### src/verilog/coreTypes.sv
// Shared sizes and types; RV32I subset only, word accesses, addresses wrap at 64 words
`default_nettype none

package coreTypes;

    localparam int xlen = 32;
    localparam int regCount = 32;
    localparam int regIdxW = $clog2(regCount);  // 5-bit register index
    localparam int imemDepth = 64;
    localparam int dmemDepth = 64;
    localparam int addrW = $clog2(imemDepth);   // Word index, same for both memories

    // Major opcode field, instr[6:0]
    typedef enum logic [6:0] {
        opReg    = 7'b0110011,
        opImm    = 7'b0010011,
        opLoad   = 7'b0000011,
        opStore  = 7'b0100011,
        opBranch = 7'b1100011
    } opcodeT;

    typedef enum logic [2:0] {
        aluAdd = 3'd0,
        aluSub = 3'd1,
        aluAnd = 3'd2,
        aluOr  = 3'd3,
        aluSlt = 3'd4
    } aluOpT;

    typedef enum logic [1:0] {
        fwdNone = 2'd0,
        fwdMem  = 2'd1,
        fwdWb   = 2'd2
    } fwdSelT;

    typedef struct packed {
        logic  regWrite;
        logic  memRead;
        logic  memWrite;
        logic  branch;
        logic  branchNe;
        logic  aluSrcImm;  // Second operand is the immediate
        aluOpT aluOp;
    } ctrlT;

    typedef struct packed {
        logic            valid;
        logic [xlen-1:0] pc;
        logic [xlen-1:0] instr;
    } ifIdT;

    typedef struct packed {
        logic               valid;
        ctrlT               ctrl;
        logic [xlen-1:0]    pc;
        logic [regIdxW-1:0] rs1;
        logic [regIdxW-1:0] rs2;
        logic [regIdxW-1:0] rd;
        logic [xlen-1:0]    rData1;
        logic [xlen-1:0]    rData2;
        logic [xlen-1:0]    imm;
    } idExT;

    typedef struct packed {
        logic               valid;
        ctrlT               ctrl;
        logic [regIdxW-1:0] rd;
        logic [xlen-1:0]    aluResult;
        logic [xlen-1:0]    storeData;
    } exMemT;

    typedef struct packed {
        logic               valid;
        logic               regWrite;
        logic [regIdxW-1:0] rd;
        logic [xlen-1:0]    result;  // Load data or ALU result
    } memWbT;

endpackage

`default_nettype wire

### src/verilog/executeUnit.sv
// Operand forwarding, ALU and branch resolution; SLT is signed, target is pc + imm
`default_nettype none

module executeUnit (
    input  coreTypes::idExT                   idEx,
    input  coreTypes::fwdSelT                 fwdA,
    input  coreTypes::fwdSelT                 fwdB,
    input  logic [coreTypes::xlen-1:0]        memResult,
    input  logic [coreTypes::xlen-1:0]        wbResult,
    output logic [coreTypes::xlen-1:0]        aluResult,
    output logic [coreTypes::xlen-1:0]        storeData,
    output logic                              branchTaken,
    output logic [coreTypes::xlen-1:0]        branchTarget
);

    function automatic logic [coreTypes::xlen-1:0] pick(
        input coreTypes::fwdSelT          sel,
        input logic [coreTypes::xlen-1:0] regVal,
        input logic [coreTypes::xlen-1:0] memVal,
        input logic [coreTypes::xlen-1:0] wbVal
    );
        case (sel)
            coreTypes::fwdMem: pick = memVal;
            coreTypes::fwdWb:  pick = wbVal;
            default:           pick = regVal;
        endcase
    endfunction

    logic [coreTypes::xlen-1:0] opA;
    logic [coreTypes::xlen-1:0] rs2Val;
    logic [coreTypes::xlen-1:0] opB;

    assign opA    = pick(fwdA, idEx.rData1, memResult, wbResult);
    assign rs2Val = pick(fwdB, idEx.rData2, memResult, wbResult);
    assign opB    = idEx.ctrl.aluSrcImm ? idEx.imm : rs2Val;

    always_comb begin
        case (idEx.ctrl.aluOp)
            coreTypes::aluAdd: aluResult = opA + opB;
            coreTypes::aluSub: aluResult = opA - opB;
            coreTypes::aluAnd: aluResult = opA & opB;
            coreTypes::aluOr:  aluResult = opA | opB;
            coreTypes::aluSlt: aluResult = {31'd0, $signed(opA) < $signed(opB)};
            default:           aluResult = '0;
        endcase
    end

    assign storeData = rs2Val;

    // Compare forwarded registers, never the immediate
    assign branchTaken  = idEx.valid && idEx.ctrl.branch &&
                          ((opA == rs2Val) != idEx.ctrl.branchNe);
    assign branchTarget = idEx.pc + idEx.imm;

endmodule

`default_nettype wire

### config.mk
export PLATFORM = sky130hd
export DESIGN_NAME = executeUnit
export DESIGN_NICKNAME = d
export VERILOG_FILES = /design/src/verilog/coreTypes.sv /design/src/verilog/executeUnit.sv
export SDC_FILE = /design/constraint.sdc
export NUM_CORES = 1
export LEC_CHECK = 0
export BUFFER_PORTS_ARGS = -buffer_cell sky130_fd_sc_hd__buf_2
export CAP_MARGIN = 15
export CORE_MARGIN = 2
export CORE_UTILIZATION = 55
export DETAILED_ROUTE_END_ITERATION = 16
export PLACE_DENSITY = 0.89
export SLEW_MARGIN = 20
export SYNTH_ARGS = -nofsm -noshare
export SYNTH_HDL_FRONTEND = slang
export SYNTH_SLANG_ARGS = --single-unit
### constraint.sdc
create_clock -name vclk -period 11.9
set_clock_uncertainty 0.15 [all_clocks]
set_input_delay 0 -clock vclk [all_inputs]
set_output_delay 0 -clock vclk [all_outputs]
set_load 0.03 [all_outputs]
==> flow_metrics.tcl, run 1 <==
set metrics [dict create \
    post_cts_buffers 0 \
    crit_buf_inv 4 \
    period_needed_ns 5.19 \
    cap_violations 0 \
    yosysWarnings 0 \
    drive_gt1_frac 0.215 \
    crit_family "compound AO/OA/AOI/OAI gates" \
    crit_required_ns 11.75 \
    ios 318 \
    cp_max_fo 32 \
    final_hold_viol_count 0 \
    seq_cells 0 \
    wl_um 32000 \
    fp.dieH_um 126 \
    synthCells 1295 \
    critPathKind "input pin to output port" \
    cts_resized 0 \
    antenna_left 0 \
    critPathMaxStageDelay_ns 0.65 \
    syn_to_final_growth_pct 17.7 \
    initial_core_util 0.564 \
    wire_per_inst_um 18.7 \
    portBuffers 300 \
    ir_worst_vdd_mv 0.0621 \
    seqPwrFrac 0 \
    setup_viol 0 \
    ctsHoldBuffers 0 \
    drt-initial-drc-count 1119 \
    viasPerCell 6.24 \
    p_leak_nw 5.09 \
    outcome "finished, final reports clean" \
    die_w_um 126 \
    start_kind "input pin" \
    dp_hpwl_um 26200 \
    rows 44 \
    clock_buffers 0 \
    yosysUniqueCellTypes 71 \
    grt_use_total 0.374 \
    grt_max_degree 97 \
    gp_congestion 1.08 \
    final-max-slew-violation-count 0 \
    dieArea_um2 15900 \
    slowest_stage "ha_2" \
    route.detailed.drc 0 \
    rsz0062_at_grt "no" \
    final_nets 1889 \
    holdWs_ns 0.192 \
    clkPwrFrac 0 \
    crit_arrival_ns 5.04 \
    core_area_um2 14500 \
    crit_chain "buf_2 -> inv_1 -> ha_2 -> a22oi_1 -> o21a_1 -> o21ai_0 -> ha_1 -> inv_1 -> fa_1 -> nor2b_1 -> o211ai_1 -> a31oi_1 -> a21oi_1 -> a32o_1 -> o211ai_1 -> a211o_1 -> a2111oi_0 -> a21oi_1 -> o22ai_1 -> buf_2" \
    comb_power_share 1.000 \
    hold_path_class "input pin to output port" \
    finalCritPeriodShare 0.436 \
    end_kind "output port" \
    drtPass1Iterations 6 \
    grt_pass1_wl_um 49200 \
    num_vias 10700 \
    design_area_um2 9650 \
    fmax_mhz 193 \
    relSlewSlack 0.359 \
    antenna_found_initial 5 \
    grt.overflow.total 0 \
    syn_nets 1662 \
    pwr_density_cell_nw_per_um2 84.1 \
    finalPower_mw 0.811 \
    power_switching_mw 0.532 \
    syn_area_per_cell_um2 6.33 \
    synth-seq-area-share 0 \
    placed_area_um2 9640 \
    p_int_mw 0.279 \
    syn_area_um2 8200 \
    tightest_slew_ns 0.955 \
    p_sw_frac 0.656 \
    grt_pass1_vias 9586 \
    finalSetupTns_ns 0 \
    regArea_um2 0 \
]
## Yosys cell counts (all sizes together), types with 8 or more instances
master	count	share of area
a211oi	17	0.016
a21o	32	0.029
a21oi	169	0.11
a22oi	65	0.060
a31oi	10	0.0084
buf	25	0.015
clkbuf	56	0.026
ha	143	0.22
inv	141	0.065
nand2	93	0.043
nand2b	11	0.0084
nand3	16	0.0098
nor2	147	0.067
nor2b	10	0.0076
nor3	21	0.013
nor4	18	0.014
o211ai	8	0.0073
o21a	11	0.010
o21ai	98	0.060
o21bai	12	0.011
o22ai	13	0.0099
xnor2	51	0.054
xor2	38	0.041
## layer usage
metal,GRT usage,vias to the layer above,part of all wire
li1,-,5025,-
met1,0.493,4783,0.39
met2,0.606,725,0.44
met3,0.0884,113,0.13
met4,0.110,4,0.041
met5,0,-,0.00084
## power groups by stage
stage	clock network, mW	registers (mW)	logic [mW]
after floorplan	0	0	0.577
after global placement	0	0	0.777
after detailed placement	0	0	0.789
after CTS	0	0	0.793
after global routing	0.0000000337	0	0.875
final	0.0000000337	0	0.811
## layout by cell type, fill, tap and decap left out, types with 17 or more instances in the layout
master | synthesis | final
nand2_1 | 93 | 93
nor4_1 | 17 | 17
a211oi_1 | 17 | 17
inv_1 | 141 | 141
nor3_1 | 21 | 21
xnor2_1 | 51 | 51
a21oi_1 | 165 | 165
xor2_1 | 38 | 38
buf_2 | 11 | 300
nor2_1 | 147 | 147
a22oi_1 | 65 | 65
o21ai_0 | 94 | 94
ha_1 | 143 | 141
a21o_1 | 32 | 32
## kinds of logic after synthesis
kind of cell / share of synthesized area
buf+inv: 0.106
simple gates: 0.183
mux: 0.00733
fa+ha+maj: 0.226
compound gates: 0.383
xor+xnor: 0.0951
## stage by stage
step	util	std cells	setup WS, ns
floorplan	-	1295	7.74
CTS	0.663	1704	6.82
finish	0.664	1707	6.71
detailed placement	0.663	1704	6.84
global route	0.664	1707	6.35
global placement	0.663	1704	6.87
## worst paths after layout
check / from / to / slack, ns / depth (start not counted)
worst max-delay path: fwdB[0] / aluResult[0] / 6.71 / 20
worst min-delay path: idEx[148] / branchTaken / 0.19 / 4
## final cells by class
class              count  area [um^2]
repair buffers       306         1550
multi-input cells   1072         7330
fillers             1420         4880
inverters            142          533
diodes                 3         7.51
well taps            184          230
Note: power is estimated with default switching activity, not from simulation.
==> run 2, diff against run 1 <==
Settings changed: CORE_UTILIZATION 55 to 47, PLACE_DENSITY 0.89 to 0.8.
Clock period 11.9 ns to 4.3 ns, I/O delays scaled along.
==> flow_metrics.tcl, run 2 (synthesis results as in run 1) <==
set metrics [dict create \
    outcome "finished, final reports clean" \
    num_vias 11100 \
    ctsHoldBuffers 0 \
    layout_common_cells "buf_2, a21oi_1, nor2_1, inv_1, ha_1" \
    initial_core_util 0.477 \
    hold_path_startpoint "idEx[148]" \
    rsz0062_at_grt "yes" \
    pre_cts_ws_ns -0.0153 \
    seqPwrFrac 0 \
    seq_cells 0 \
    clkPwrFrac 0 \
    core_area_um2 17200 \
    setup_viol 0 \
    p_int_mw 1.01 \
    whs_path_depth 4 \
    comb_power_share 1.000 \
    rows 48 \
    relSlewSlack 0.329 \
    final_nets 2021 \
    clock_buffers 0 \
    post_cts_buffers 0 \
    drive_gt1_frac 0.298 \
    ios 318 \
    grt_pass1_vias 10100 \
    p_leak_nw 5.77 \
    period_needed_ns 4.20 \
    die_w_um 136 \
    min_to "branchTaken" \
    drtPass1Iterations 6 \
    slowest_stage "nor4_2" \
    critPathKind "input pin to output port" \
    cp_max_fo 12 \
    antenna_found_initial 10 \
    viasPerCell 5.88 \
    crit_chain "buf_2 -> inv_1 -> ha_2 -> buf_6 -> buf_12 -> buf_4 -> nor2_1 -> a21oi_2 -> o21ai_0 -> ha_1 -> nor4_2 -> buf_4 -> nand2_1 -> a31oi_1 -> a21oi_1 -> a32o_1 -> buf_4 -> o21ai_0 -> a21o_1 -> a21oi_1 -> xnor2_1 -> o22ai_1 -> buf_2" \
    crit_required_ns 4.15 \
    dieArea_um2 18500 \
    grt_pass1_wl_um 53400 \
    ir_worst_vdd_mv 0.151 \
    grt_use_total 0.366 \
    regArea_um2 0 \
    layout_commonest_cell "buf_2" \
    crit_arrival_ns 4.05 \
    final_hold_viol_count 0 \
    fmax_mhz 238 \
    wire_per_inst_um 19.2 \
    critPathMaxStageDelay_ns 0.33 \
    dp_hpwl_um 30600 \
    final_util 0.640 \
    p_sw_frac 0.612 \
    start_kind "input pin" \
    drt-initial-drc-count 1163 \
    portBuffers 300 \
    final-max-slew-violation-count 0 \
    fp.dieH_um 136 \
    hold_path_class "input pin to output port" \
    antenna_left 0 \
    tightest_slew_ns 1.00 \
    finalCritPeriodShare 0.978 \
    power_switching_mw 1.59 \
    syn_to_final_growth_pct 34.1 \
    wl_um 36200 \
    end_kind "output port" \
    grt.overflow.total 0 \
    cpMostUsedCell "buf_4" \
    worst_slack_ns 0.0965 \
    pwr_density_cell_nw_per_um2 237 \
    grt_max_degree 96 \
    cap_violations 0 \
    route.detailed.drc 0 \
    gp_congestion 1.03 \
]
## run 2: area by class of cell
type                       instances  area [um^2]
multi-input combinational       1072         7550
antenna                            9         22.5
inverter                         142          533
fill                            1648         6190
tap                              225          282
timing repair buffer             438         2610
## run 2: power groups by stage
| stage | clock network (mW) | registers (mW) | logic, mW |
|---|---|---|---|
| after floorplan | 0 | 0 | 1.60 |
| after global placement | 0 | 0 | 2.46 |
| after detailed placement | 0 | 0 | 2.47 |
| after CTS | 0 | 0 | 2.48 |
| after global routing | 0.000000280 | 0 | 2.80 |
| final | 0.000000280 | 0 | 2.61 |
## run 2: repair_timing
item | in CTS | in global routing
setup endpoints to repair | 4 | 18
resized for setup | 3 | 62
pin swaps | 0 | 8
## run 2: per-stage QoR
| stage | hold WS [ns] | area (um^2) | TNS (ns) | total power, mW | instances |
|---|---|---|---|---|---|
| after CTS | 0.192 | 10700 | 0 | 2.48 | 1877 |
| after detailed placement | 0.192 | 10700 | -0.0276 | 2.47 | 1877 |
| after global placement | 0.180 | 10700 | -0.0126 | 2.46 | 1877 |
| final | 0.189 | 11000 | 0 | 2.61 | 1886 |
| after global routing | 0.218 | 11000 | -0.107 | 2.80 | 1886 |
| after floorplan | 0.00388 | 8200 | 0 | 1.60 | 1295 |
## run 2: how the worst max path moves through the flow
| stage | start | end | slack (ns) | cells past startpoint |
|---|---|---|---|---|
| 3_3_place_gp | fwdA[0] | aluResult[31] | -0.01 | 18 |
| 3_5_place_dp | fwdB[0] | aluResult[21] | -0.02 | 19 |
| 4_1_cts | fwdB[0] | aluResult[28] | 0.005 | 21 |
| 6_report | fwdB[0] | aluResult[22] | 0.1 | 23 |
| 2_1_floorplan | fwdB[0] | aluResult[0] | 0.14 | 18 |
| 5_1_grt | fwdB[0] | aluResult[31] | -0.07 | 19 |
## run 2: worst max-delay path: cells and delay by family
kind                     cells  cell delay [ns]
adder cells (fa/ha/maj)      2             0.61
AND/OR/NAND/NOR              3             0.53
buffers and inverters        8             1.18
XOR/XNOR                     1             0.17
AO/OA/AOI/OAI                9             1.54
## run 2: metal layers
metal  share of wire  GRT usage  wire length, um
met3            0.12     0.0872             4180
met5          0.0020     0.0250               72
met1            0.41      0.500            14900
met4           0.030     0.0845             1080
met2            0.44      0.578            16000
==> run 3, diff against run 2 <==
Settings changed: REMOVE_ABC_BUFFERS set to 1.
==> flow_metrics.tcl, run 3 (synthesis results as in run 1) <==
set metrics [dict create \
    num_vias 11300 \
    ctsHoldBuffers 0 \
    dieArea_um2 18500 \
    grt_pass1_vias 10100 \
    cap_violations 0 \
    top_layer "met4" \
    pwr_density_cell_nw_per_um2 238 \
    setup_viol 0 \
    critPathKind "input pin to output port" \
    design_area_um2 11100 \
    antenna_found_initial 0 \
    final_hold_viol_count 0 \
    wl_met2_um 16100 \
    cp_max_fo 13 \
    final-max-slew-violation-count 0 \
    holdWs_ns 0.210 \
    final_nets 2041 \
    final_cells 1897 \
    drt-initial-drc-count 1249 \
    core_area_um2 17200 \
    placed_cells 1896 \
    regArea_um2 0 \
    grt_max_degree 96 \
    outcome "finished, final reports clean" \
    start_kind "input pin" \
    grt.overflow.total 0 \
    layout_commonest_cell "buf_2" \
    drive_gt1_frac 0.306 \
    portBuffers 300 \
    finalCritPeriodShare 0.974 \
    gp_congestion 1.04 \
    crit_required_ns 4.15 \
    tightest_slew_ns 0.996 \
    wire_per_inst_um 18.7 \
    n_antenna_cell 0 \
    grt_use_total 0.358 \
    fp.dieH_um 136 \
    drtPass1Iterations 6 \
    dp_hpwl_um 29800 \
    layout_common_cells "buf_2, buf_4, a21oi_1, nor2_1, inv_1" \
    placed_area_um2 10900 \
    wl_met1_um 14600 \
    viasPerCell 5.97 \
    grt_pass1_wl_um 53100 \
    initial_core_util 0.477 \
    wl_um 35500 \
    rows 48 \
    hold_path_class "input pin to output port" \
    ir_worst_vdd_mv 0.137 \
    syn_to_final_growth_pct 35.2 \
    seq_cells 0 \
    relSlewSlack 0.336 \
    antenna_left 0 \
    fmax_mhz 239 \
    die_w_um 136 \
    end_kind "output port" \
    period_needed_ns 4.19 \
    clock_buffers 0 \
    crit_arrival_ns 4.04 \
    rsz0062_at_grt "yes" \
    ios 318 \
    p_leak_nw 5.85 \
    route.detailed.drc 0 \
    wl_met3_um 3990 \
]
[run 3: cell types whose count changed in the layout (fill, tap and decap cells not counted), moves of 3 or more]
cell	delta
diode_2	-9
buf_6	-3
buf_4	+24
a21oi_1	+3
o21ai_0	-5
a21oi_2	-3
o21ai_1	+6
[run 3: layout make-up]
class              instances  area [um^2]
well taps                225          282
fillers                 1635         6090
inverters                142          533
multi-input cells       1072         7520
repair buffers           458         2750
[run 3: critical path, cell delays in order]
cell and delay [ns]:
buf_2 0.10, inv_1 0.06, ha_4 0.32, buf_4 0.20, buf_4 0.15, nor2_1 0.05, a21oi_2 0.15, o21ai_0 0.13
buf_4 0.17, ha_2 0.39, nand3_1 0.11, nor2_1 0.13, a221o_2 0.20, buf_4 0.13, a21oi_2 0.06, or4_4 0.46
a311oi_4 0.28, a31oi_1 0.18, a2111oi_2 0.36, a311o_1 0.18, clkbuf_4 0.19
[run 3: report_power, final]
group | internal (mW) | leakage, nW | switching, mW
registers | 0 | 0 | 0
logic | 1.04 | 5.85 | 1.61
clock network | 0 | 0 | 0
total | 1.04 | 5.85 | 1.61
[run 3: metrics by stage]
| step | setup TNS (ns) | utilization | setup WS [ns] | power (mW) |
|---|---|---|---|---|
| global route | -0.112 | 0.645 | -0.112 | 2.83 |
| CTS | 0 | 0.633 | 0.00257 | 2.51 |
| global placement | 0 | 0.633 | 0.00439 | 2.47 |
| finish | 0 | 0.645 | 0.112 | 2.64 |
| detailed placement | -0.0455 | 0.633 | -0.0301 | 2.50 |
| floorplan | -3.33 | - | -0.394 | 1.55 |
[run 3: worst paths after layout]
kind / from / endpoint / slack (ns) / depth (start not counted)
worst max-delay path: fwdB[0] / aluResult[31] / 0.11 / 21
worst min-delay path: idEx[111] / branchTarget[0] / 0.21 / 3
[run 3: what timing repair did]
item / CTS / global route
setup buffers: 0 / 1
pin swaps: 1 / 7
endpoints found under the setup margin: 2 / 18
gates resized for setup: 2 / 66
hold endpoints to repair: 0 / 0
[run 3: metal layers]
metal  global-route usage  vias up
met5                    0        -
met4               0.0694        0
met3               0.0574       82
met2                0.581      709
met1                0.501     5203
li1                     -     5332
